--- config.mk ---
export PLATFORM = sky130hd
export DESIGN_NAME = lsuIssue
export DESIGN_NICKNAME = d
export VERILOG_FILES = /design/src/design/lsuPkg.sv /design/src/design/lsuIssue.sv
export SDC_FILE = /design/constraint.sdc
export NUM_CORES = 1
export LEC_CHECK = 0
export BUFFER_PORTS_ARGS = -buffer_cell sky130_fd_sc_hd__buf_2
export CAP_MARGIN = 20
export CORE_MARGIN = 2
export CORE_UTILIZATION = 40
export CTS_CLUSTER_DIAMETER = 120
export DETAILED_ROUTE_END_ITERATION = 10
export GPL_TIMING_DRIVEN = 0
export PLACE_DENSITY_LB_ADDON = 0.25
export SETUP_SLACK_MARGIN = 0.1
export SLEW_MARGIN = 20
export SYNTH_ARGS = -nofsm -noshare
export SYNTH_HDL_FRONTEND = slang
export SYNTH_SLANG_ARGS = --single-unit
--- constraint.sdc ---
create_clock -name clk -period 10.92 [get_ports clk]
set_clock_uncertainty 0.1 [all_clocks]
set_input_delay 0.546 -clock clk [delete_from_list [all_inputs] [get_ports clk]]
set_output_delay 0.546 -clock clk [all_outputs]
set_load 0.03 [all_outputs]
--- src/design/lsuPkg.sv ---
`default_nettype none

package lsuPkg;

    localparam int NUM_LANES = 2;
    localparam int LANE_BITS = $clog2(NUM_LANES);
    localparam int ID_BITS   = 6;
    localparam int PREG_BITS = 6;
    localparam int RAM_WORDS = 256;
    localparam int RAM_BITS  = $clog2(RAM_WORDS);

    // Unmapped windows, 512 MB each, both folded onto physical zero
    localparam logic [31:0] KSEG0_BASE = 32'h8000_0000;
    localparam logic [31:0] KSEG1_BASE = 32'hA000_0000;

    typedef enum logic [3:0] {
        LB,
        LH,
        LBU,
        LHU,
        LW,
        SB,
        SH,
        SW,
        NOP
    } MemOp;

    typedef enum logic {
        ADEL,
        ADES
    } ExcCode;

    function automatic logic isLoad(MemOp op);
        return op inside {LB, LH, LBU, LHU, LW};
    endfunction

    function automatic logic isStore(MemOp op);
        return op inside {SB, SH, SW};
    endfunction

    // Word ops need both low bits clear, halfword ops only bit 0
    function automatic logic misaligned(MemOp op, logic [1:0] low);
        case (op)
            LW, SW:      return |low;
            LH, LHU, SH: return low[0];
            default:     return 1'b0;
        endcase
    endfunction

    function automatic logic [31:0] physAddr(logic [31:0] va);
        case (va[31:29])
            3'b100:  return va - KSEG0_BASE;
            3'b101:  return va - KSEG1_BASE;
            default: return va;
        endcase
    endfunction

endpackage

`default_nettype wire

--- src/design/lsuIssue.sv ---
`default_nettype none

module lsuIssue import lsuPkg::*; (
    input  logic                 clk,
    input  logic                 rst,
    input  logic                 issueReq,
    input  MemOp                 issueOp,
    input  logic [ID_BITS-1:0]   issueId,
    input  logic [PREG_BITS-1:0] issueDst,
    input  logic [31:0]          issueBase,
    input  logic [31:0]          issueImm,
    input  logic [31:0]          issueStoreData,
    input  logic                 fireStore,
    input  logic                 flush,
    input  logic [NUM_LANES-1:0] laneBusy,
    output logic                 issueAck,
    output logic [NUM_LANES-1:0] laneStart,
    output MemOp                 laneOp,
    output logic [ID_BITS-1:0]   laneId,
    output logic [PREG_BITS-1:0] laneDst,
    output logic [31:0]          laneBase,
    output logic [31:0]          laneImm,
    output logic [31:0]          laneStoreData,
    output logic [NUM_LANES-1:0] laneFire
);

    logic [LANE_BITS-1:0] pick;
    logic                 anyFree;
    logic                 accept;
    logic                 push;
    logic                 pop;

    // Lanes holding accepted stores, oldest at rdPtr
    logic [LANE_BITS-1:0] order [NUM_LANES];
    logic [LANE_BITS-1:0] wrPtr;
    logic [LANE_BITS-1:0] rdPtr;
    logic [LANE_BITS:0]   count;

    function automatic logic [LANE_BITS-1:0] nextPtr(logic [LANE_BITS-1:0] p);
        return (p == LANE_BITS'(NUM_LANES - 1)) ? '0 : p + 1'b1;
    endfunction

    // Lowest free lane
    always_comb begin
        pick    = '0;
        anyFree = 1'b0;
        for (int i = NUM_LANES - 1; i >= 0; i--) begin
            if (!laneBusy[i] && !laneStart[i]) begin
                pick    = LANE_BITS'(i);
                anyFree = 1'b1;
            end
        end
    end

    assign accept = issueReq && !issueAck && !flush && anyFree;
    assign push   = accept && isStore(issueOp);
    assign pop    = fireStore && count != 0;

    always_ff @(posedge clk) begin
        if (rst) begin
            issueAck  <= 1'b0;
            laneStart <= '0;
        end else begin
            laneStart <= '0;
            if (accept) begin
                issueAck  <= 1'b1;
                laneStart <= NUM_LANES'(1) << pick;
            end else if (issueAck && !issueReq) begin
                issueAck <= 1'b0;
            end
        end
    end

    always_ff @(posedge clk) begin
        if (accept) begin
            laneOp        <= issueOp;
            laneId        <= issueId;
            laneDst       <= issueDst;
            laneBase      <= issueBase;
            laneImm       <= issueImm;
            laneStoreData <= issueStoreData;
        end
    end

    ////////////////////////////////////////////////////////////
    // Store order FIFO
    ////////////////////////////////////////////////////////////

    always_ff @(posedge clk) begin
        if (rst || flush) begin
            wrPtr <= '0;
            rdPtr <= '0;
            count <= '0;
        end else begin
            if (push) begin
                order[wrPtr] <= pick;
                wrPtr        <= nextPtr(wrPtr);
            end
            if (pop) begin
                rdPtr <= nextPtr(rdPtr);
            end
            count <= count + {{LANE_BITS{1'b0}}, push} - {{LANE_BITS{1'b0}}, pop};
        end
    end

    // A fired store survives a flush in the same cycle
    always_ff @(posedge clk) begin
        if (rst) begin
            laneFire <= '0;
        end else begin
            laneFire <= pop ? NUM_LANES'(1) << order[rdPtr] : '0;
        end
    end

    // ROB may only retire stores this unit has accepted
    assert property (@(posedge clk) disable iff (rst) fireStore |-> count != 0);

endmodule

`default_nettype wire

# Yosys cells after proc, flatten, opt, wreduce, memory -nomap -nowiden
# Memories as Yosys holds them, arrays and structs flattened. A register that Yosys moved wholly into a read port is not among the register bits.
# Cells that the tools add are included.
dict set report totals {
  latch_bits 0
  n_memories 1
  output_inout_bits 117
  mem_bits_ro 0
  ram_bits 2
  inputBits 119
  regBits 121
}
dict set report op_classes {
  muxes 12
  magnitude_cmp 0
  n_mul 0
  n_eq_ne 3
  n_addsub 4
  n_reduce_logical 21
  n_div 0
  shifts 2
  bitwise_logic 2
}
# memory words width rd rd_ports_with_merged_regs wr line_no
set memory_table {}
lappend memory_table {order 2 1 1 1 1 lsuIssue.sv:34} ;# logic [LANE_BITS-1:0] order [NUM_LANES];
# operator count
set ops {}
lappend ops {{$eq A4 B3 Y1 const B} 3}
lappend ops {{$mux W1} 12}
lappend ops {{$logic_and A1 B1 Y1} 8}
lappend ops {{$logic_not A1 Y1} 7}
lappend ops {{$reduce_bool A2 Y1} 2}
lappend ops {{$reduce_or A2 Y1} 2}
lappend ops {{$shl A1 B1 Y2 const A} 2}
lappend ops {{$reduce_bool A3 Y1} 1}
lappend ops {{$add A1 B1 Y1 const B} 2}
lappend ops {{$add A2 B1 Y2} 1}
lappend ops {{$not A1 Y1} 2}
lappend ops {{$sub A2 B1 Y2} 1}
lappend ops {{$logic_or A1 B1 Y1} 1}

# Logic depth before layout (Yosys ltp)
dict set report depth {
  depth_word 9
  depth_mapped 6
}

# Worst setup path after synthesis
# No wires, ideal clock.
dict set report synth_path {
  path_kind {input to register}
  from {input port flush}
  to {register laneBase[0], enable pin}
  n_path_buf 0
  setup_time_ns 0.465
  path_slack_ns 7.041
  required_ns 10.355
  arrival_time_ns 3.314
  cell_stages 3
  path_cell_list {or3b_4 nand2b_1 inv_1}
}
dict set report synth_via {
  elab_chain_cells 3
}
# element line_no
set synth_lines {}
lappend synth_lines {{from (decl)} lsuIssue.sv:14} ;# input logic flush,
lappend synth_lines {{$logic_not A1 Y1} lsuIssue.sv:55} ;# assign accept = issueReq && !issueAck && !flush && anyFree;
lappend synth_lines {{$logic_and A1 B1 Y1 (2 in series)} lsuIssue.sv:55}
lappend synth_lines {{named net accept} lsuIssue.sv:29} ;# logic accept;
lappend synth_lines {{to (signal assigned)} lsuIssue.sv:79} ;# laneBase <= issueBase;
lappend synth_lines {{to (decl)} lsuIssue.sv:21} ;# output logic [31:0] laneBase,
# The timed path passes the listed nets, and every way through them passes these cells.
# A chain may end at the register's enable or synchronous reset.

# Worst setup path after layout
dict set report layout_path {
  from {register issueAck}
  to {register laneBase[18], enable pin}
}
dict set report layout_via {
  elab_chain_cells 4
}
# element line_no
set layout_lines {}
lappend layout_lines {{from (decl)} lsuIssue.sv:16} ;# output logic issueAck,
lappend layout_lines {{from (signal assigned)} lsuIssue.sv:61} ;# issueAck <= 1'b0;
lappend layout_lines {{from (signal assigned)} lsuIssue.sv:66} ;# issueAck <= 1'b1;
lappend layout_lines {{from (signal assigned)} lsuIssue.sv:69} ;# issueAck <= 1'b0;
lappend layout_lines {{$logic_not A1 Y1} lsuIssue.sv:55}
lappend layout_lines {{$logic_and A1 B1 Y1 (3 in series)} lsuIssue.sv:55}
lappend layout_lines {{named net accept} lsuIssue.sv:29}
# The timed path passes the listed nets, and every way through them passes these cells.

==> metrics.txt <==
Syn Nets 283; antenna violations before repair 0; Peak Freq 455.2 MHz; Overall Power 1.161 mW; CP max FO 64; area of the multi-input gates 222.7 um^2; reg-to-reg endpoint laneBase[18]; Tcrit/Tclk final 20.12%; hold depth 1; Tot GR Track Use 15.50%; Fin. Hold Viols 0; gpl congestion 0.6913; first-pass GRT wire length 11640 um; via/cell ratio 4.373; Worst Path Required 10.98 ns; Worst EP arrival 2.25 ns; Pre-Repair DR Iteration Count 4; clock power share 45.8%; # diodes 0; max-cap violations 0; setup TNS 0 ns; Sequential Power Share 46.9%; setup bufs post-CTS 0; CTS Sinks 124; final setup vio count 0; Synth-to-Final Area Change 50.03%; total number of vias 2440; setup slack, reg-to-reg 8.72 ns; fin util 62.23%; placed cell count 527; Longest Clk Path Bufs 2; Hold/Removal Path Class in -> reg; Max stage delay cell, worst path or3b_4; Largest stage delay, worst path 0.42 ns; share of cells above drive strength 1 62.00%; Pwr per Cell Area 200.0 mW/mm^2; cells along the critical path or3b_4 > nand2b_1 > inv_6 > buf_16; yosys warns 0; Hold EP laneId[2]; buffers plus inverters on the worst setup path 2; post-route insts no fill 558; Overflow after GRT 0; Die Y-Extent 102.3 um; layout net count 537; Sw Pwr 0.2484 mW; Slew headroom 68.35%; status complete, no violations; clk slew on worst S/H paths 0.06 ns; final instance area 0.005804 mm^2; DP Area 0.005234 mm^2; Core Region 0.009328 mm^2; Slew Viols, Final 0; FF+latch count, synth 124; Clock Latency Late Sink 0.49 ns; root buffer cell clkbuf_8; DIE AREA 0.01047 mm^2; CP Launch Type flip-flop; CTS tree done; origin of the critical flop-to-flop path issueAck; overall routed net length 8636 um; Num CTS Buffers 17; cells on worst reg2reg path 4; # resized after CTS 0; Die Wd 102.3 um; Final HPWL DP 6469 um; RSZ-0062 raised after global routing no; vias in the first global route 2407; largest net degree at the start of global routing 65; IO Count 236; syn_area_per_cell 23.73 um^2; register area 0.003623 mm^2; register area share after synthesis 93.66%; drt initial violations 76; CTS Hold Bufs 0; Netlist Area Pre-Place 0.003869 mm^2; Worst Setup Path Type reg -> reg; port bufs 234; fin crit period 2.197 ns; hold_ws 0.1252 ns; H-Tree Level Count 4; DRT antenna net count 0; pre-CTS WS 8.342 ns; row cnt 35; fillers 742; WL per Instance 15.48 um; Worst IR Drop VDD 0.0001098 V; element type at the critical path end flip-flop; switch share 21.40%; P_int 0.9125 mW; Worst path top cell family by delay buffers and inverters; initial core utilization 41.48%; combinational share of power 7.3%; Setup WS post-layout 8.723 ns; worst-margin pin slew 0.4698 ns; DR DRC count 0; Unique masters post-synth 20; Leak Pwr 2.445 nW; min-delay src issueId[2]; Syn Inst Count 163
## synth_stat cells (all sizes together)
cell type  instances  share of area [%]
a21oi              2               0.26
and3b              1               0.23
clkbuf             1              0.097
dfxtp             10                5.2
edfxtp           114                 88
ha                 1               0.32
inv                5               0.49
mux2i              1               0.26
nand2              1              0.097
nand2b             2               0.32
nand3              2               0.26
nor2               5               0.49
nor3               8                1.0
nor3b              2               0.39
nor4b              1               0.61
o21ai              1               0.13
o22ai              1               0.16
or3b               1               0.29
xnor2              2               0.45
xor2               2               0.45
## cell families (layout without fill, tap and decap cells)
| family | Yosys count | after routing | share of synthesized area (%) |
|---|---|---|---|
| xor+xnor | 4 | 4 | 0.9057 |
| mux | 1 | 1 | 0.2587 |
| buf+inv | 6 | 272 | 0.5821 |
| flops | 124 | 124 | 93.66 |
| simple gates | 23 | 23 | 3.719 |
| fa+ha+maj | 1 | 1 | 0.3234 |
| compound gates | 4 | 4 | 0.5498 |
## flip-flops by register name (all words and copies together), names as in the netlist, named ones only
register       count
issueAck           1
wrPtr              1
laneOp             4
count              2
laneImm           32
laneDst            6
laneStoreData     32
rdPtr              1
laneStart          2
laneFire           2
order              2
laneId             6
laneBase          32
## per-layer routing
layer	global-route usage, %	vias to the layer above	part of all wire (%)	wire length [um]
met5	0	-	0	0
met3	5.198	14	5.8	501
li1	-	1145	-	-
met4	8.308	0	1.6	140
met2	28.14	99	58	5036
met1	15.66	1182	34	2957
## area by class of cell
| type | count | area share, % |
|---|---|---|
| clock buffer | 19 | 7.264 |
| clock inverter | 12 | 2.565 |
| multi-input combinational | 33 | 3.837 |
| buffer | 1 | 0.06467 |
| sequential | 124 | 62.43 |
| inverter | 5 | 0.4096 |
| timing repair buffer | 235 | 20.65 |
| tap | 129 | 2.781 |
## cells in the final DEF (no fill, tap or decap)
master	n
buf_2	234
edfxtp_1	114
clkbuf_16	16
dfxtp_1	10
nor3_1	8
nor2_1	5
inv_1	4
clkbuf_1	3
clkinv_2	3
bufinv_16	3
clkinvlp_4	3
nand2b_1	2
nand3_1	2
xnor2_1	2
nor3b_1	2
xor2_1	2
a21oi_1	2
clkinv_4	2
o21ai_0	1
or3b_4	1
o22ai_1	1
inv_6	1
nor4b_4	1
mux2i_1	1
nand2_1	1
and3b_1	1
ha_1	1
clkbuf_8	1
clkinv_1	1
buf_16	1
## power by group through the flow
stage / logic [mW] / registers, mW / clock network (mW)
2_1_floorplan: 0.00995 / 0.590 / 0
3_3_place_gp: 0.0818 / 0.556 / 0
3_5_place_dp: 0.0854 / 0.554 / 0
4_1_cts: 0.0856 / 0.544 / 0.542
5_1_grt: 0.0898 / 0.546 / 0.564
6_report: 0.0846 / 0.544 / 0.532
## worst max path at each step
stage                        start            to  slack [ns]  depth (start not counted)
final                     issueAck  laneBase[18]        8.72                          4
after floorplan              flush   laneBase[0]        7.04                          3
after global placement       flush     laneId[0]        6.12                          4
after detailed placement     flush  laneBase[18]        8.34                          5
after CTS                 issueAck  laneBase[18]        8.70                          4
after global routing      issueAck     laneId[0]        8.60                          4
Power figures use the tool's default switching activity.
