--- config.mk ---
export PLATFORM = sky130hd
export DESIGN_NAME = lsuLane
export DESIGN_NICKNAME = d
export VERILOG_FILES = /design/src/design/lsuPkg.sv /design/src/design/lsuLane.sv
export SDC_FILE = /design/constraint.sdc
export NUM_CORES = 1
export LEC_CHECK = 0
export ABC_AREA = 1
export BUFFER_PORTS_ARGS = -buffer_cell sky130_fd_sc_hd__buf_2
export CAP_MARGIN = 15
export CELL_PAD_IN_SITES_DETAIL_PLACEMENT = 1
export CELL_PAD_IN_SITES_GLOBAL_PLACEMENT = 2
export CORE_MARGIN = 5
export CORE_UTILIZATION = 25
export CTS_CLUSTER_DIAMETER = 100
export DETAILED_ROUTE_END_ITERATION = 8
export PLACE_DENSITY = 0.78
export SLEW_MARGIN = 25
export SYNTH_ARGS = -nofsm -noshare
export SYNTH_HDL_FRONTEND = slang
export SYNTH_SLANG_ARGS = --single-unit
--- constraint.sdc ---
create_clock -name clk -period 4 [get_ports clk]
set_clock_uncertainty 0.05 [all_clocks]
set_input_delay 0.4 -clock clk [delete_from_list [all_inputs] [get_ports clk]]
set_output_delay 0.4 -clock clk [all_outputs]
set_load 0.01 [all_outputs]
--- src/design/lsuPkg.sv ---
`default_nettype none

package lsuPkg;

    localparam int NUM_LANES = 2;
    localparam int LANE_BITS = $clog2(NUM_LANES);
    localparam int ID_BITS   = 6;
    localparam int PREG_BITS = 6;
    localparam int RAM_WORDS = 256;
    localparam int RAM_BITS  = $clog2(RAM_WORDS);

    // Unmapped windows, 512 MB each, both folded onto physical zero
    localparam logic [31:0] KSEG0_BASE = 32'h8000_0000;
    localparam logic [31:0] KSEG1_BASE = 32'hA000_0000;

    typedef enum logic [3:0] {
        LB,
        LH,
        LBU,
        LHU,
        LW,
        SB,
        SH,
        SW,
        NOP
    } MemOp;

    typedef enum logic {
        ADEL,
        ADES
    } ExcCode;

    function automatic logic isLoad(MemOp op);
        return op inside {LB, LH, LBU, LHU, LW};
    endfunction

    function automatic logic isStore(MemOp op);
        return op inside {SB, SH, SW};
    endfunction

    // Word ops need both low bits clear, halfword ops only bit 0
    function automatic logic misaligned(MemOp op, logic [1:0] low);
        case (op)
            LW, SW:      return |low;
            LH, LHU, SH: return low[0];
            default:     return 1'b0;
        endcase
    endfunction

    function automatic logic [31:0] physAddr(logic [31:0] va);
        case (va[31:29])
            3'b100:  return va - KSEG0_BASE;
            3'b101:  return va - KSEG1_BASE;
            default: return va;
        endcase
    endfunction

endpackage

`default_nettype wire

--- src/design/lsuLane.sv ---
`default_nettype none

module lsuLane import lsuPkg::*; (
    input  logic                 clk,
    input  logic                 rst,
    input  logic                 flush,
    input  logic                 start,
    input  MemOp                 op,
    input  logic [ID_BITS-1:0]   id,
    input  logic [PREG_BITS-1:0] dst,
    input  logic [31:0]          base,
    input  logic [31:0]          imm,
    input  logic [31:0]          storeData,
    input  logic                 fire,
    input  logic                 memAck,
    input  logic [31:0]          memRdata,
    input  logic                 doneTake,
    output logic                 busy,
    output logic                 memReq,
    output logic                 memWrite,
    output logic [31:0]          memAddr,
    output logic [3:0]           memStrobe,
    output logic [31:0]          memWdata,
    output logic                 doneValid,
    output logic [ID_BITS-1:0]   doneId,
    output logic                 doneWen,
    output logic [PREG_BITS-1:0] doneDst,
    output logic [31:0]          doneData,
    output logic                 doneExc,
    output ExcCode               doneExcCode,
    output logic [31:0]          doneBadAddr
);

    typedef enum logic [3:0] {
        Idle,
        Check,
        LoadReq,
        LoadRelease,
        StoreWait,
        StoreReq,
        StoreRelease,
        Drain,
        Done
    } LaneState;

    LaneState    state;
    MemOp        opR;
    logic [31:0] vaddr;
    logic [31:0] sdataR;
    logic [31:0] startAddr;
    logic        startBad;
    logic [31:0] mapped;
    logic        killed;
    logic [31:0] shifted;
    logic [31:0] loadValue;

    assign startAddr   = base + imm;
    assign startBad    = misaligned(op, startAddr[1:0]);
    assign mapped      = physAddr(vaddr);
    assign busy        = state != Idle;
    assign memReq      = state == LoadReq || state == StoreReq;
    assign memWrite    = isStore(opR);
    assign doneWen     = isLoad(opR) && !doneExc;
    assign doneExcCode = isStore(opR) ? ADES : ADEL;
    assign doneBadAddr = vaddr;

    ////////////////////////////////////////////////////////////
    // Load data extraction
    ////////////////////////////////////////////////////////////

    assign shifted = memRdata >> {vaddr[1:0], 3'b000};

    always_comb begin
        case (opR)
            LB:      loadValue = {{24{shifted[7]}}, shifted[7:0]};
            LBU:     loadValue = {24'h0, shifted[7:0]};
            LH:      loadValue = {{16{shifted[15]}}, shifted[15:0]};
            LHU:     loadValue = {16'h0, shifted[15:0]};
            default: loadValue = memRdata;
        endcase
    end

    always_ff @(posedge clk) begin
        if (state == Idle && start) begin
            opR     <= op;
            doneId  <= id;
            doneDst <= dst;
            vaddr   <= startAddr;
            sdataR  <= storeData;
            doneExc <= startBad;
        end
        // Physical word address and byte lanes settle in Check
        if (state == Check) begin
            memAddr  <= {mapped[31:2], 2'b00};
            memWdata <= sdataR << {vaddr[1:0], 3'b000};
            case (opR)
                SB:      memStrobe <= 4'b0001 << vaddr[1:0];
                SH:      memStrobe <= vaddr[1] ? 4'b1100 : 4'b0011;
                default: memStrobe <= 4'b1111;
            endcase
        end
        if (state == LoadReq && memAck) begin
            doneData <= loadValue;
        end
    end

    ////////////////////////////////////////////////////////////
    // Control
    ////////////////////////////////////////////////////////////

    always_ff @(posedge clk) begin
        if (rst) begin
            state     <= Idle;
            doneValid <= 1'b0;
            killed    <= 1'b0;
        end else begin
            if (doneTake) begin
                doneValid <= 1'b0;
            end
            case (state)
                Idle: begin
                    if (start && !flush) begin
                        killed <= 1'b0;
                        if (startBad) begin
                            state     <= Done;
                            doneValid <= 1'b1;
                        end else begin
                            state <= Check;
                        end
                    end
                end
                Check: begin
                    if (flush) begin
                        state <= Idle;
                    end else if (isLoad(opR)) begin
                        state <= LoadReq;
                    end else begin
                        // Stores report finish now and write after firing
                        state     <= isStore(opR) ? StoreWait : Done;
                        doneValid <= 1'b1;
                    end
                end
                LoadReq: begin
                    if (flush) begin
                        killed <= 1'b1;
                    end
                    if (memAck) begin
                        state <= (killed || flush) ? Drain : LoadRelease;
                    end
                end
                LoadRelease: begin
                    if (flush) begin
                        state <= Drain;
                    end else if (!memAck) begin
                        state     <= Done;
                        doneValid <= 1'b1;
                    end
                end
                Drain: begin
                    if (!memAck) begin
                        state <= Idle;
                    end
                end
                StoreWait: begin
                    if (fire) begin
                        state <= StoreReq;
                    end else if (flush) begin
                        state     <= Idle;
                        doneValid <= 1'b0;
                    end
                end
                StoreReq: begin
                    if (memAck) begin
                        state <= StoreRelease;
                    end
                end
                StoreRelease: begin
                    if (!memAck) begin
                        state <= Idle;
                    end
                end
                Done: begin
                    if (flush || doneTake) begin
                        state     <= Idle;
                        doneValid <= 1'b0;
                    end
                end
                default: state <= Idle;
            endcase
        end
    end

    // Four-phase rule toward memArbiter
    assert property (@(posedge clk) disable iff (rst) memReq && !memAck |=> memReq);

    // lsuIssue must only pick idle lanes
    assert property (@(posedge clk) disable iff (rst) start |-> !busy);

endmodule

`default_nettype wire

# Yosys cells after proc, flatten, opt, wreduce, memory -nomap -nowiden
# Cells that the tools add are included.
[word_totals] wordCells=105 input_bits=151 out_inout_bits=151 reg_bits=185
[op_classes] n_eq_ne=30 reduce_logical=21 n_mux=35 n_shift=3 add_sub_neg=3
[ops] op="case mux 32 bit (4 select lines)" count=1
[ops] op="case mux 32 bit (2 select lines)" count=1
[ops] op="subtractor 32 bit (second input constant)" count=2
[ops] op="two-way mux 4 bit" count=14
[ops] op="equality test 4 x 3 -> 1 bit (second input constant)" count=11
[ops] op="adder 32 bit" count=1
[ops] op="case mux 4 bit (8 select lines)" count=1
[ops] op="left shift 32 x 5 -> 32 bit" count=1
[ops] op="right shift 32 x 5 -> 16 bit" count=1
[ops] op="equality test 4 x 2 -> 1 bit (second input constant)" count=5
[ops] op="two-way mux 1 bit" count=13
[ops] op="equality test 4 x 1 -> 1 bit (second input constant)" count=3
[ops] op="!= test 2 bit (second input constant)" count=5
[ops] op="zero test 4 bit" count=2
[ops] op="case mux 4 bit (2 select lines)" count=1
[ops] op="AND reduction 7 bit" count=1
[ops] op="equality test 3 bit (second input constant)" count=2
[ops] op="!= test 3 bit (second input constant)" count=2
[ops] op="OR reduction 2 bit" count=3
[ops] op="case mux 1 bit (5 select lines)" count=1
[ops] op="nonzero test 5 bit" count=1
[ops] op="equality test 4 bit (second input constant)" count=1
[ops] op="logical AND 1 bit" count=4
[ops] op="case mux 1 bit (2 select lines)" count=2
[ops] op="10 further kinds" count=13

# Longest topological paths before layout
# Gate-level depths: netlist of run 1.
[depth] depth_word=6 depth_mapped=12 depth_no_buf=12

# Least setup slack after synthesis of run 1
# OpenSTA, ideal clock, no wires.
[synth_timing] path_kind="register to register" from="register state[0]" to="register doneValid" path_slack_ps=596 setup_ps=70 path_stages_with_launch=9 period_less_slack_ps=3404 path_buffers=1 arrival_time_ps=3284 required_ps=3880 cell_sequence="dfxtp_1 > buf_4 > nor2_4 > nand2_1 > nor2_2 > nand3_1 > nand2_1 > nand2_1 > a21oi_1"
[synth_between] elab_chain_cells=2 word_cells_on_any_way=6 cone_classes="eq/ne (4); mux (1); reduce/logical (1)"
[synth_rtl] item="from (decl)" line_no="lsuLane.sv:46" text="LaneState state;"
[synth_rtl] item="from (signal assigned)" line_no="lsuLane.sv:113" text="state <= Idle;"
[synth_rtl] item="from (signal assigned)" line_no="lsuLane.sv:125" text="state <= Done;"
[synth_rtl] item="from (signal assigned)" line_no="lsuLane.sv:128" text="state <= Check;"
[synth_rtl] item="equality test 4 bit, or another cell as far along" line_no="lsuLane.sv:120" text="case (state)"
[synth_rtl] item="case mux 1 bit (5 select lines) (*)" line_no="lsuLane.sv:120"
[synth_rtl] item="to (signal assigned)" line_no="lsuLane.sv:114" text="doneValid <= 1'b0;"
[synth_rtl] item="to (signal assigned)" line_no="lsuLane.sv:118" text="doneValid <= 1'b0;"
[synth_rtl] item="to (signal assigned)" line_no="lsuLane.sv:126" text="doneValid <= 1'b1;"
[synth_rtl] item="to (decl)" line_no="lsuLane.sv:24" text="output logic doneValid,"
# Every way passes the cells marked *; elsewhere a longest branch is shown, timed or not.
# A chain may end at the register's enable or synchronous reset.

# Worst setup path after layout of run 1
[layout_timing] from="register opR[3]" to="output port doneWen"
[layout_between] elab_chain_cells=3 word_cells_on_any_way=7 cone_classes="eq/ne (4); reduce/logical (3)"
[layout_rtl] item="from (decl)" line_no="lsuLane.sv:47" text="MemOp opR;"
[layout_rtl] item="from (signal assigned)" line_no="lsuLane.sv:85" text="opR <= op;"
[layout_rtl] item="equality test 4 x 1 -> 1 bit, or another cell as far along" line_no="lsuPkg.sv:34" text="return op inside {LB, LH, LBU, LHU, LW};"
[layout_rtl] item="nonzero test 5 bit (*)" line_no="lsuPkg.sv:34"
[layout_rtl] item="logical AND 1 bit (*)" line_no="lsuLane.sv:63" text="assign doneWen = isLoad(opR) && !doneExc;"
[layout_rtl] item="to (decl)" line_no="lsuLane.sv:26" text="output logic doneWen,"
# Marked as above.

==> results of run 1 <==
==> power by group through the flow <==
stage                     Clock, W  Combinational, W  Sequential (W)
final                      0.00177           0.00152         0.00275
after floorplan                  0          0.000907         0.00282
after global placement           0           0.00153         0.00279
after detailed placement         0           0.00156         0.00280
after CTS                  0.00183           0.00156         0.00276
after global routing       0.00192           0.00169         0.00279
==> Yosys cell counts, types with 2 or more instances <==
library cell / instances / area share
a21o_1: 2 / 0.0015
o21ai_0: 30 / 0.015
inv_1: 171 / 0.064
o21bai_1: 3 / 0.0023
nand4_1: 6 / 0.0038
nand2_1: 342 / 0.13
a21oi_1: 28 / 0.014
buf_6: 5 / 0.0056
nor3_1: 10 / 0.0050
ha_1: 34 / 0.043
dfxtp_1: 6 / 0.012
nor2_1: 76 / 0.029
buf_2: 7 / 0.0035
inv_2: 4 / 0.0015
and2_1: 2 / 0.0013
o211ai_1: 7 / 0.0053
nand3_1: 91 / 0.046
o221ai_1: 17 / 0.015
nor2_2: 4 / 0.0025
buf_4: 34 / 0.026
nand2_2: 3 / 0.0019
edfxtp_1: 179 / 0.54
clkbuf_1: 9 / 0.0034
xor2_1: 14 / 0.012
nor2_4: 4 / 0.0045
a221oi_1: 4 / 0.0035
==> state kept, by name, indices dropped and copies added, names as in the netlist, 4 cells and up <==
name,flops
state,4
doneData,32
sdataR,32
memStrobe,4
memWdata,32
doneId,6
opR,4
doneBadAddr,32
memAddr,30
doneDst,6
==> layout make-up <==
class / count / area [sq um]
Fill cell: 4746 / 27210
Sequential cell: 185 / 5495
Multi-Input combinational cell: 691 / 3467
Timing Repair Buffer: 303 / 1539
Inverter: 176 / 664.4
Tap cell: 525 / 656.9
Clock buffer: 17 / 425.4
Clock inverter: 14 / 177.7
Antenna cell: 3 / 7.507
==> worst max path at each step <==
stage                    from           to  slack, ns
6_report               opR[3]      doneWen       1.12
5_1_grt                opR[3]      doneWen       0.80
4_1_cts                opR[3]      doneWen       1.02
3_5_place_dp   doneBadAddr[1]  doneData[8]       1.28
3_3_place_gp   doneBadAddr[1]  doneData[4]       1.39
2_1_floorplan        state[0]    doneValid       0.60
==> critical path, delay by kind of cell (launching register included) <==
family / cells / cell delay (ns)
buf+inv: 3 / 0.62
compound gates: 1 / 0.31
simple gates: 2 / 0.60
flops: 1 / 0.44
==> logic make-up after synthesis <==
family / share of synthesized area
and+or+nand+nor: 0.2257
buffers and inverters: 0.1044
DFF: 0.5498
AOI/OAI and AO/OA: 0.06197
adders and majority gates: 0.04457
xor gates and xnor gates: 0.01315
other: 0.0003752
==> layer usage <==
layer / global-route usage / part of all wire / up-vias
li1: - / - / 4137
met1: 0.1767 / 0.41 / 4008
met2: 0.2758 / 0.52 / 270
met3: 0.03542 / 0.057 / 29
met4: 0.03758 / 0.013 / 0
met5: 0 / 0 / -
==> stage by stage <==
stage          power [W]  utilization  std cells  hold WS (ns)  setup WS [ns]
2_1_floorplan   0.003731            -       1107        0.3777         0.5963
3_3_place_gp    0.004315       0.2982       1880        0.3814          1.394
3_5_place_dp    0.004357       0.2982       1880        0.3865          1.278
4_1_cts         0.006145       0.3135       1911       0.03168          1.024
5_1_grt         0.006396       0.3136       1914       0.03166         0.8000
6_report        0.006031       0.3136       1914       0.05890          1.120
==> results.yml, run 1 <==
outcome:
  status: "finished clean"
synth:
  synthCells: 1106
  ys_warn_count: 0
  netlist_area_sq_um: 9995
  synth_top_flop_cell: "edfxtp_1"
  async_reset_ff_frac: 0
  ys_types: 40
  synth_seq_cells: 185
  yosysSeqAreaShare: 0.5498
  syn_avg_cell_area_sq_um: 9.037
  synth_enable_flop_cells: 179
layout:
  final_cell_mix: "nand2_1, buf_2, edfxtp_1"
  drive_above_1_share: 0.2583
  syn2layout_area_growth_pct: 24.40
  fin_nets: 1560
  design_area_sq_um: 12430
  layout_commonest_cell: "nand2_1"
grt:
  grt_antenna_before_repair: 3
  grt_usage: 0.1501
  grt_pass1_wl_mm: 51.52
  grt_start_max_net_pins: 61
  grt-ovfl-total: 0
  grt_pass1_vias: 9023
route:
  drt_wl_total_mm: 33.34
  firstDrtPassIters: 4
  drtIter0Drc: 268
  dr_total_vias: 8444
  drc: 0
  vias_per_cell: 4.412
  ant_nets: 0
  routedWlPerCell_um: 17.42
floorplan:
  ios: 302
  die_area_sq_um: 44080
  start_util: 0.2521
  rows: 73
  die_h_um: 209.9
  dieWidth_um: 209.9
  core_area_sq_um: 39640
sta:
  finalSetupViolCount: 0
  slew_headroom: 0.4611
  hold_viol_final: 0
  layout_min_cycle_time_ns: 2.880
  slew_viol_final: 0
  rsz0062_at_grt: "no"
  tightestPinTransition_ns: 0.8065
  setup_tns_ns: 0
  clock.fmax_mhz: 347.2
  fin_crit_sh: 0.7200
cts:
  cts_buffer_depth: 2
  cts_tree: "built"
  cts_sinks: 185
  post_cts_resize_count: 0
  ctsHoldBuffers: 0
  clk_pin_slew_ns: 0.08
  root_buffer: "clkbuf_16"
  clk_latency_ns: 0.46
  numCtsBuffers: 17
  htreeDepth: 4
  post_cts_buffers: 0
power_and_ir_drop:
  power.share.switching: 0.3415
  power_density_nw_per_um2: 485.1
  p_clk_frac: 0.293
  seqPwrFrac: 0.456
  p_int_w: 0.003972
  p_comb_frac: 0.251
  p_sw_w: 0.002060
  power.leakage_nw: 5.909
  peakVddDrop_uv: 306.1
min_path:
  holdPathEnd: "doneId[3]"
  hold-path-cell-count: 1
  hp-start: "id[3]"
  holdCritPathClass: "primary input to flop"
worst_setup_path:
  required_ns: 3.55
  endpoint_kind: "output port"
  rr_worst_depth: 5
  worstPathArrival_ns: 2.43
  r2r_slack_ns: 1.27
  startpoint_type: "flop"
  rr_endpoint: "doneData[8]"
  cpPeakStageDelay_ns: 0.51
  cp_cell_sequence: "nor2_2 > inv_2 > o21ai_0 > inv_1 > nor2_1 > buf_2"
  crit_type: "flop to output port"
  r2r-start: "doneBadAddr[1]"
  crit_path_top_delay_cell: "nor2_2"
  worst-path-max-fanout: 37
flow_run:
  max-cap-violations: 0
place:
  port_buffers: 299
  place_congestion: 0.8408
  post-dp-hpwl_mm: 26.89
  place_area_sq_um: 11820
Power figures use the tool's default switching activity.
==> inputs of run 2 (changes only) <==
==> constraint.sdc (replaced) <==
create_clock -name clk -period 3 [get_ports clk]
set_clock_uncertainty 0.05 [all_clocks]
set_input_delay 0.3 -clock clk [delete_from_list [all_inputs] [get_ports clk]]
set_output_delay 0.3 -clock clk [all_outputs]
set_load 0.01 [all_outputs]
==> run 2 against run 1 <==
Clock-buffer cell count grew 1. Final cell count rose by 2.8%. Total power grew 34%. Sequential cell count is the same. Setup slack got worse by 0.55 ns. Critical path type unchanged. Critical endpoint unchanged. Largest cell class unchanged. Largest power group unchanged.
==> results.yml, run 2 (synthesis results as in run 1) <==
sta:
  rsz0062_at_grt: "no"
  slew_viol_final: 0
  fin_crit_sh: 0.8095
  finalSetupViolCount: 0
  slew_headroom: 0.6286
  setup_slack_ns: 0.5714
  layout_min_cycle_time_ns: 2.429
  hold_viol_final: 0
  tightestPinTransition_ns: 0.5571
  clock.fmax_mhz: 411.8
  setup_tns_ns: 0
worst_setup_path:
  endpoint_kind: "output port"
  worstPathArrival_ns: 2.08
  required_ns: 2.65
  startpoint_type: "flop"
  crit_path_top_delay_cell: "edfxtp_1"
  cp_cell_sequence: "nor2_2 > buf_4 > inv_2 > o21ai_0 > inv_1 > nor2_1 > buf_2"
  cpPeakStageDelay_ns: 0.41
  crit_type: "flop to output port"
  worst-path-max-fanout: 28
floorplan:
  dieWidth_um: 209.9
  die_area_sq_um: 44080
  rows: 73
  die_h_um: 209.9
  start_util: 0.2521
  core_area_sq_um: 39640
  ios: 302
grt:
  grt_antenna_before_repair: 0
  grt_pass1_wl_mm: 52.63
  grt_usage: 0.1531
  grt-ovfl-total: 0
  grt_pass1_vias: 9447
  grt_start_max_net_pins: 77
cts:
  post_cts_resize_count: 0
  cts_tree: "built"
  htreeDepth: 4
  cts_buffer_depth: 2
  clk_pin_slew_ns: 0.09
  cts_sinks: 185
  clk_latency_ns: 0.47
  post_cts_buffers: 0
  root_buffer: "clkbuf_16"
  numCtsBuffers: 17
  ctsHoldBuffers: 49
outcome:
  status: "finished clean"
flow_run:
  max-cap-violations: 0
route:
  vias_per_cell: 4.405
  drc: 0
  routedWlPerCell_um: 17.16
  firstDrtPassIters: 5
  drtIter0Drc: 299
  ant_nets: 0
  dr_total_vias: 8670
  drt_wl_total_mm: 33.78
place:
  post-dp-hpwl_mm: 26.37
  port_buffers: 299
  dp_worst_setup_slack_ns: 0.6555
  place_congestion: 0.8316
layout:
  fin_nets: 1616
  nFillCells: 4735
  drive_above_1_share: 0.2529
  syn2layout_area_growth_pct: 29.83
  final_cell_mix: "nand2_1, buf_2, edfxtp_1"
  diodes: 0
  layout_commonest_cell: "nand2_1"
power_and_ir_drop:
  peakVddDrop_uv: 371.1
  power.leakage_nw: 6.150
  power_density_nw_per_um2: 623.8
min_path:
  holdCritPathClass: "primary input to flop"
run 2: cell count changes in the layout (fill, tap and decap cells not counted), moves of 2 or more:
cell / previous run / this run
buf_12: 1 / 3
diode_2: 3 / 0
dlygate4sd3_1: 0 / 49
buf_4: 3 / 8
run 2: metrics by stage:
stage | power (W) | hold WS, ns | cell area, sq um | instances | utilization
floorplan | 0.004970 | 0.3191 | 10000 | 1107 | -
global placement | 0.005795 | 0.3862 | 11900 | 1887 | 0.3002
detailed placement | 0.005846 | 0.3810 | 11900 | 1887 | 0.3002
CTS | 0.008243 | 0.02084 | 12980 | 1968 | 0.3273
global route | 0.008571 | 0.05598 | 12980 | 1968 | 0.3273
finish | 0.008094 | 0.04496 | 12980 | 1968 | 0.3273
run 2: path summary, 6_finish.rpt:
kind                  startpoint      endpoint  slack, ns  cells after the start
setup / recovery          opR[3]       doneWen       0.57                      7
hold / removal          doneTake     doneValid       0.04                      4
setup reg to reg  doneBadAddr[0]  doneData[27]       0.78                      4
hold reg to reg   doneBadAddr[6]    memAddr[6]       0.39                      0
run 2: layout make-up:
| cell class | count | area, sq um | share of cell area |
|---|---|---|---|
| clock buffer | 18 | 429.2 | 0.03307 |
| clock inverter | 14 | 156.4 | 0.01205 |
| inverter | 176 | 664.4 | 0.05120 |
| multi-input combinational | 691 | 3467 | 0.2672 |
| sequential | 185 | 5495 | 0.4235 |
| tap | 525 | 656.9 | 0.05062 |
| timing repair buffer | 359 | 2107 | 0.1624 |
run 2: worst max-delay path, delay by kind of cell, from the launching register on:
kind	cells	cell delay (ns)
simple gates	2	0.10
compound gates	1	0.29
buf+inv	4	0.81
flops	1	0.41
run 2: layer usage:
metal | GRT usage | routed length (um) | up-vias
li1 | - | - | 4253
met1 | 0.1797 | 14100 | 4123
met2 | 0.2788 | 17120 | 263
met3 | 0.03736 | 1972 | 31
met4 | 0.04253 | 580 | 0
met5 | 0 | 0 | -
run 2: report_power, final:
part	leakage, nW	total, W	switching (W)	internal [W]
clock network	0.280	0.00231	0.00119	0.00112
logic	4.14	0.00215	0.00141	0.000735
registers	1.73	0.00364	0.000195	0.00345
total	6.15	0.00809	0.00279	0.00530
==> inputs of run 3 (changes only) <==
==> constraint.sdc (replaced) <==
create_clock -name clk -period 2.4 [get_ports clk]
set_clock_uncertainty 0.05 [all_clocks]
set_input_delay 0.24 -clock clk [delete_from_list [all_inputs] [get_ports clk]]
set_output_delay 0.24 -clock clk [all_outputs]
set_load 0.01 [all_outputs]
==> run 3 against run 2 <==
Wire length increased by 0.71%. Non-clock buffer count increased by 10. Largest power group unchanged. Core utilization increased by 0.27 points. Register-to-register slack got worse by 0.37 ns. Global-route usage decreased by 0.10 points. Final area increased by 0.84%. Critical endpoint unchanged. First-iteration DRC count increased by 17%. Highest routed layer unchanged. Final cell count increased by 0.46%.
==> results.yml, run 3 (synthesis results as in run 1) <==
outcome:
  status: "finished clean"
route:
  dr_total_vias: 8721
  firstDrtPassIters: 4
  drt_wl_total_mm: 34.02
  drc: 0
  routedWlPerCell_um: 17.21
  vias_per_cell: 4.411
  drtIter0Drc: 350
  ant_nets: 0
grt:
  grt_antenna_before_repair: 0
  grt-ovfl-total: 0
  grt_pass1_vias: 9329
  grt_start_max_net_pins: 49
  grt_usage: 0.1520
  grt_pass1_wl_mm: 51.80
layout:
  layout_commonest_cell: "nand2_1"
  final_cell_mix: "nand2_1, buf_2, edfxtp_1"
  diodes: 0
  post-route-util: 0.3301
  fin_nets: 1626
  drive_above_1_share: 0.2583
  syn2layout_area_growth_pct: 30.92
cts:
  cts_tree: "built"
  root_buffer: "clkbuf_16"
  htreeDepth: 4
  numCtsBuffers: 17
  clk_pin_slew_ns: 0.08
  cts_sinks: 185
  cts_buffer_depth: 2
  post_cts_resize_count: 0
  clk_latency_ns: 0.47
floorplan:
  ios: 302
  core_area_sq_um: 39640
  die_h_um: 209.9
  dieWidth_um: 209.9
  start_util: 0.2521
  rows: 73
  die_area_sq_um: 44080
sta:
  finalSetupViolCount: 0
  holdWs_ns: 0.03665
  layout_min_cycle_time_ns: 2.131
  clock.fmax_mhz: 469.4
  fin_crit_sh: 0.8877
  rsz0062_at_grt: "no"
  slew_viol_final: 0
  hold_viol_final: 0
place:
  place_congestion: 0.8289
  post-dp-hpwl_mm: 26.76
  port_buffers: 299
worst_setup_path:
  endpoint_kind: "output port"
  required_ns: 2.11
  crit_type: "flop to output port"
  worst-path-max-fanout: 21
  startpoint_type: "flop"
  worstPathArrival_ns: 1.84
  r2r_slack_ns: 0.41
power_and_ir_drop:
  power.leakage_nw: 6.202
  total_power_w: 0.01024
  power_density_nw_per_um2: 782.9
  peakVddDrop_uv: 475.8
flow_run:
  max-cap-violations: 0
min_path:
  holdCritPathClass: "primary input to flop"
## run 3: final timing paths
kind	depth (start not counted)	from	to
worst max-delay path	6	opR[3]	doneWen
worst min-delay path	3	memRdata[15]	doneData[15]
worst max register to register	4	doneBadAddr[0]	doneData[18]
worst min register to register	0	doneBadAddr[8]	memAddr[8]
## run 3: per-layer routing
layer / share of wire / GRT usage
met1: 0.42 / 0.1846
met2: 0.51 / 0.2765
met3: 0.051 / 0.03111
met4: 0.014 / 0.03780
met5: 0 / 0
## run 3: critical path: stages (launching register included)
cell      delay, ns
edfxtp_1       0.47
nor2_2         0.17
inv_2          0.16
o21ai_0        0.21
inv_1          0.13
nor2_1         0.10
buf_2          0.13
## run 3: power breakdown
part | internal [W] | switching (W) | total (W)
registers | 0.00431 | 0.000240 | 0.00455
logic | 0.000955 | 0.00179 | 0.00275
clock network | 0.00149 | 0.00146 | 0.00295
total | 0.00676 | 0.00349 | 0.0102
## run 3: per-stage QoR
step | cells | instance area, sq um | setup TNS (ns) | setup slack, ns
6_report | 1977 | 13090 | 0 | 0.2695
5_1_grt | 1977 | 13090 | 0 | 0.1150
4_1_cts | 1976 | 13080 | 0 | 0.05418
3_5_place_dp | 1895 | 11970 | 0 | 0.1943
3_3_place_gp | 1895 | 11970 | 0 | 0.2388
2_1_floorplan | 1107 | 10020 | -0.03658 | -0.03658
## run 3: cell type report
type / instances / area (sq um)
inverter: 176 / 666.9
tap: 525 / 656.9
clock buffer: 17 / 425.4
clock inverter: 14 / 181.4
multi-input combinational: 691 / 3475
fill: 4778 / 26560
timing repair buffer: 369 / 2185
sequential: 185 / 5495
## run 3: repair_timing
item                                    CTS  global route
buffers inserted                          0             1
hold buffers                             50             0
endpoints found under the hold margin    54             0
endpoints found under the setup margin    0             1
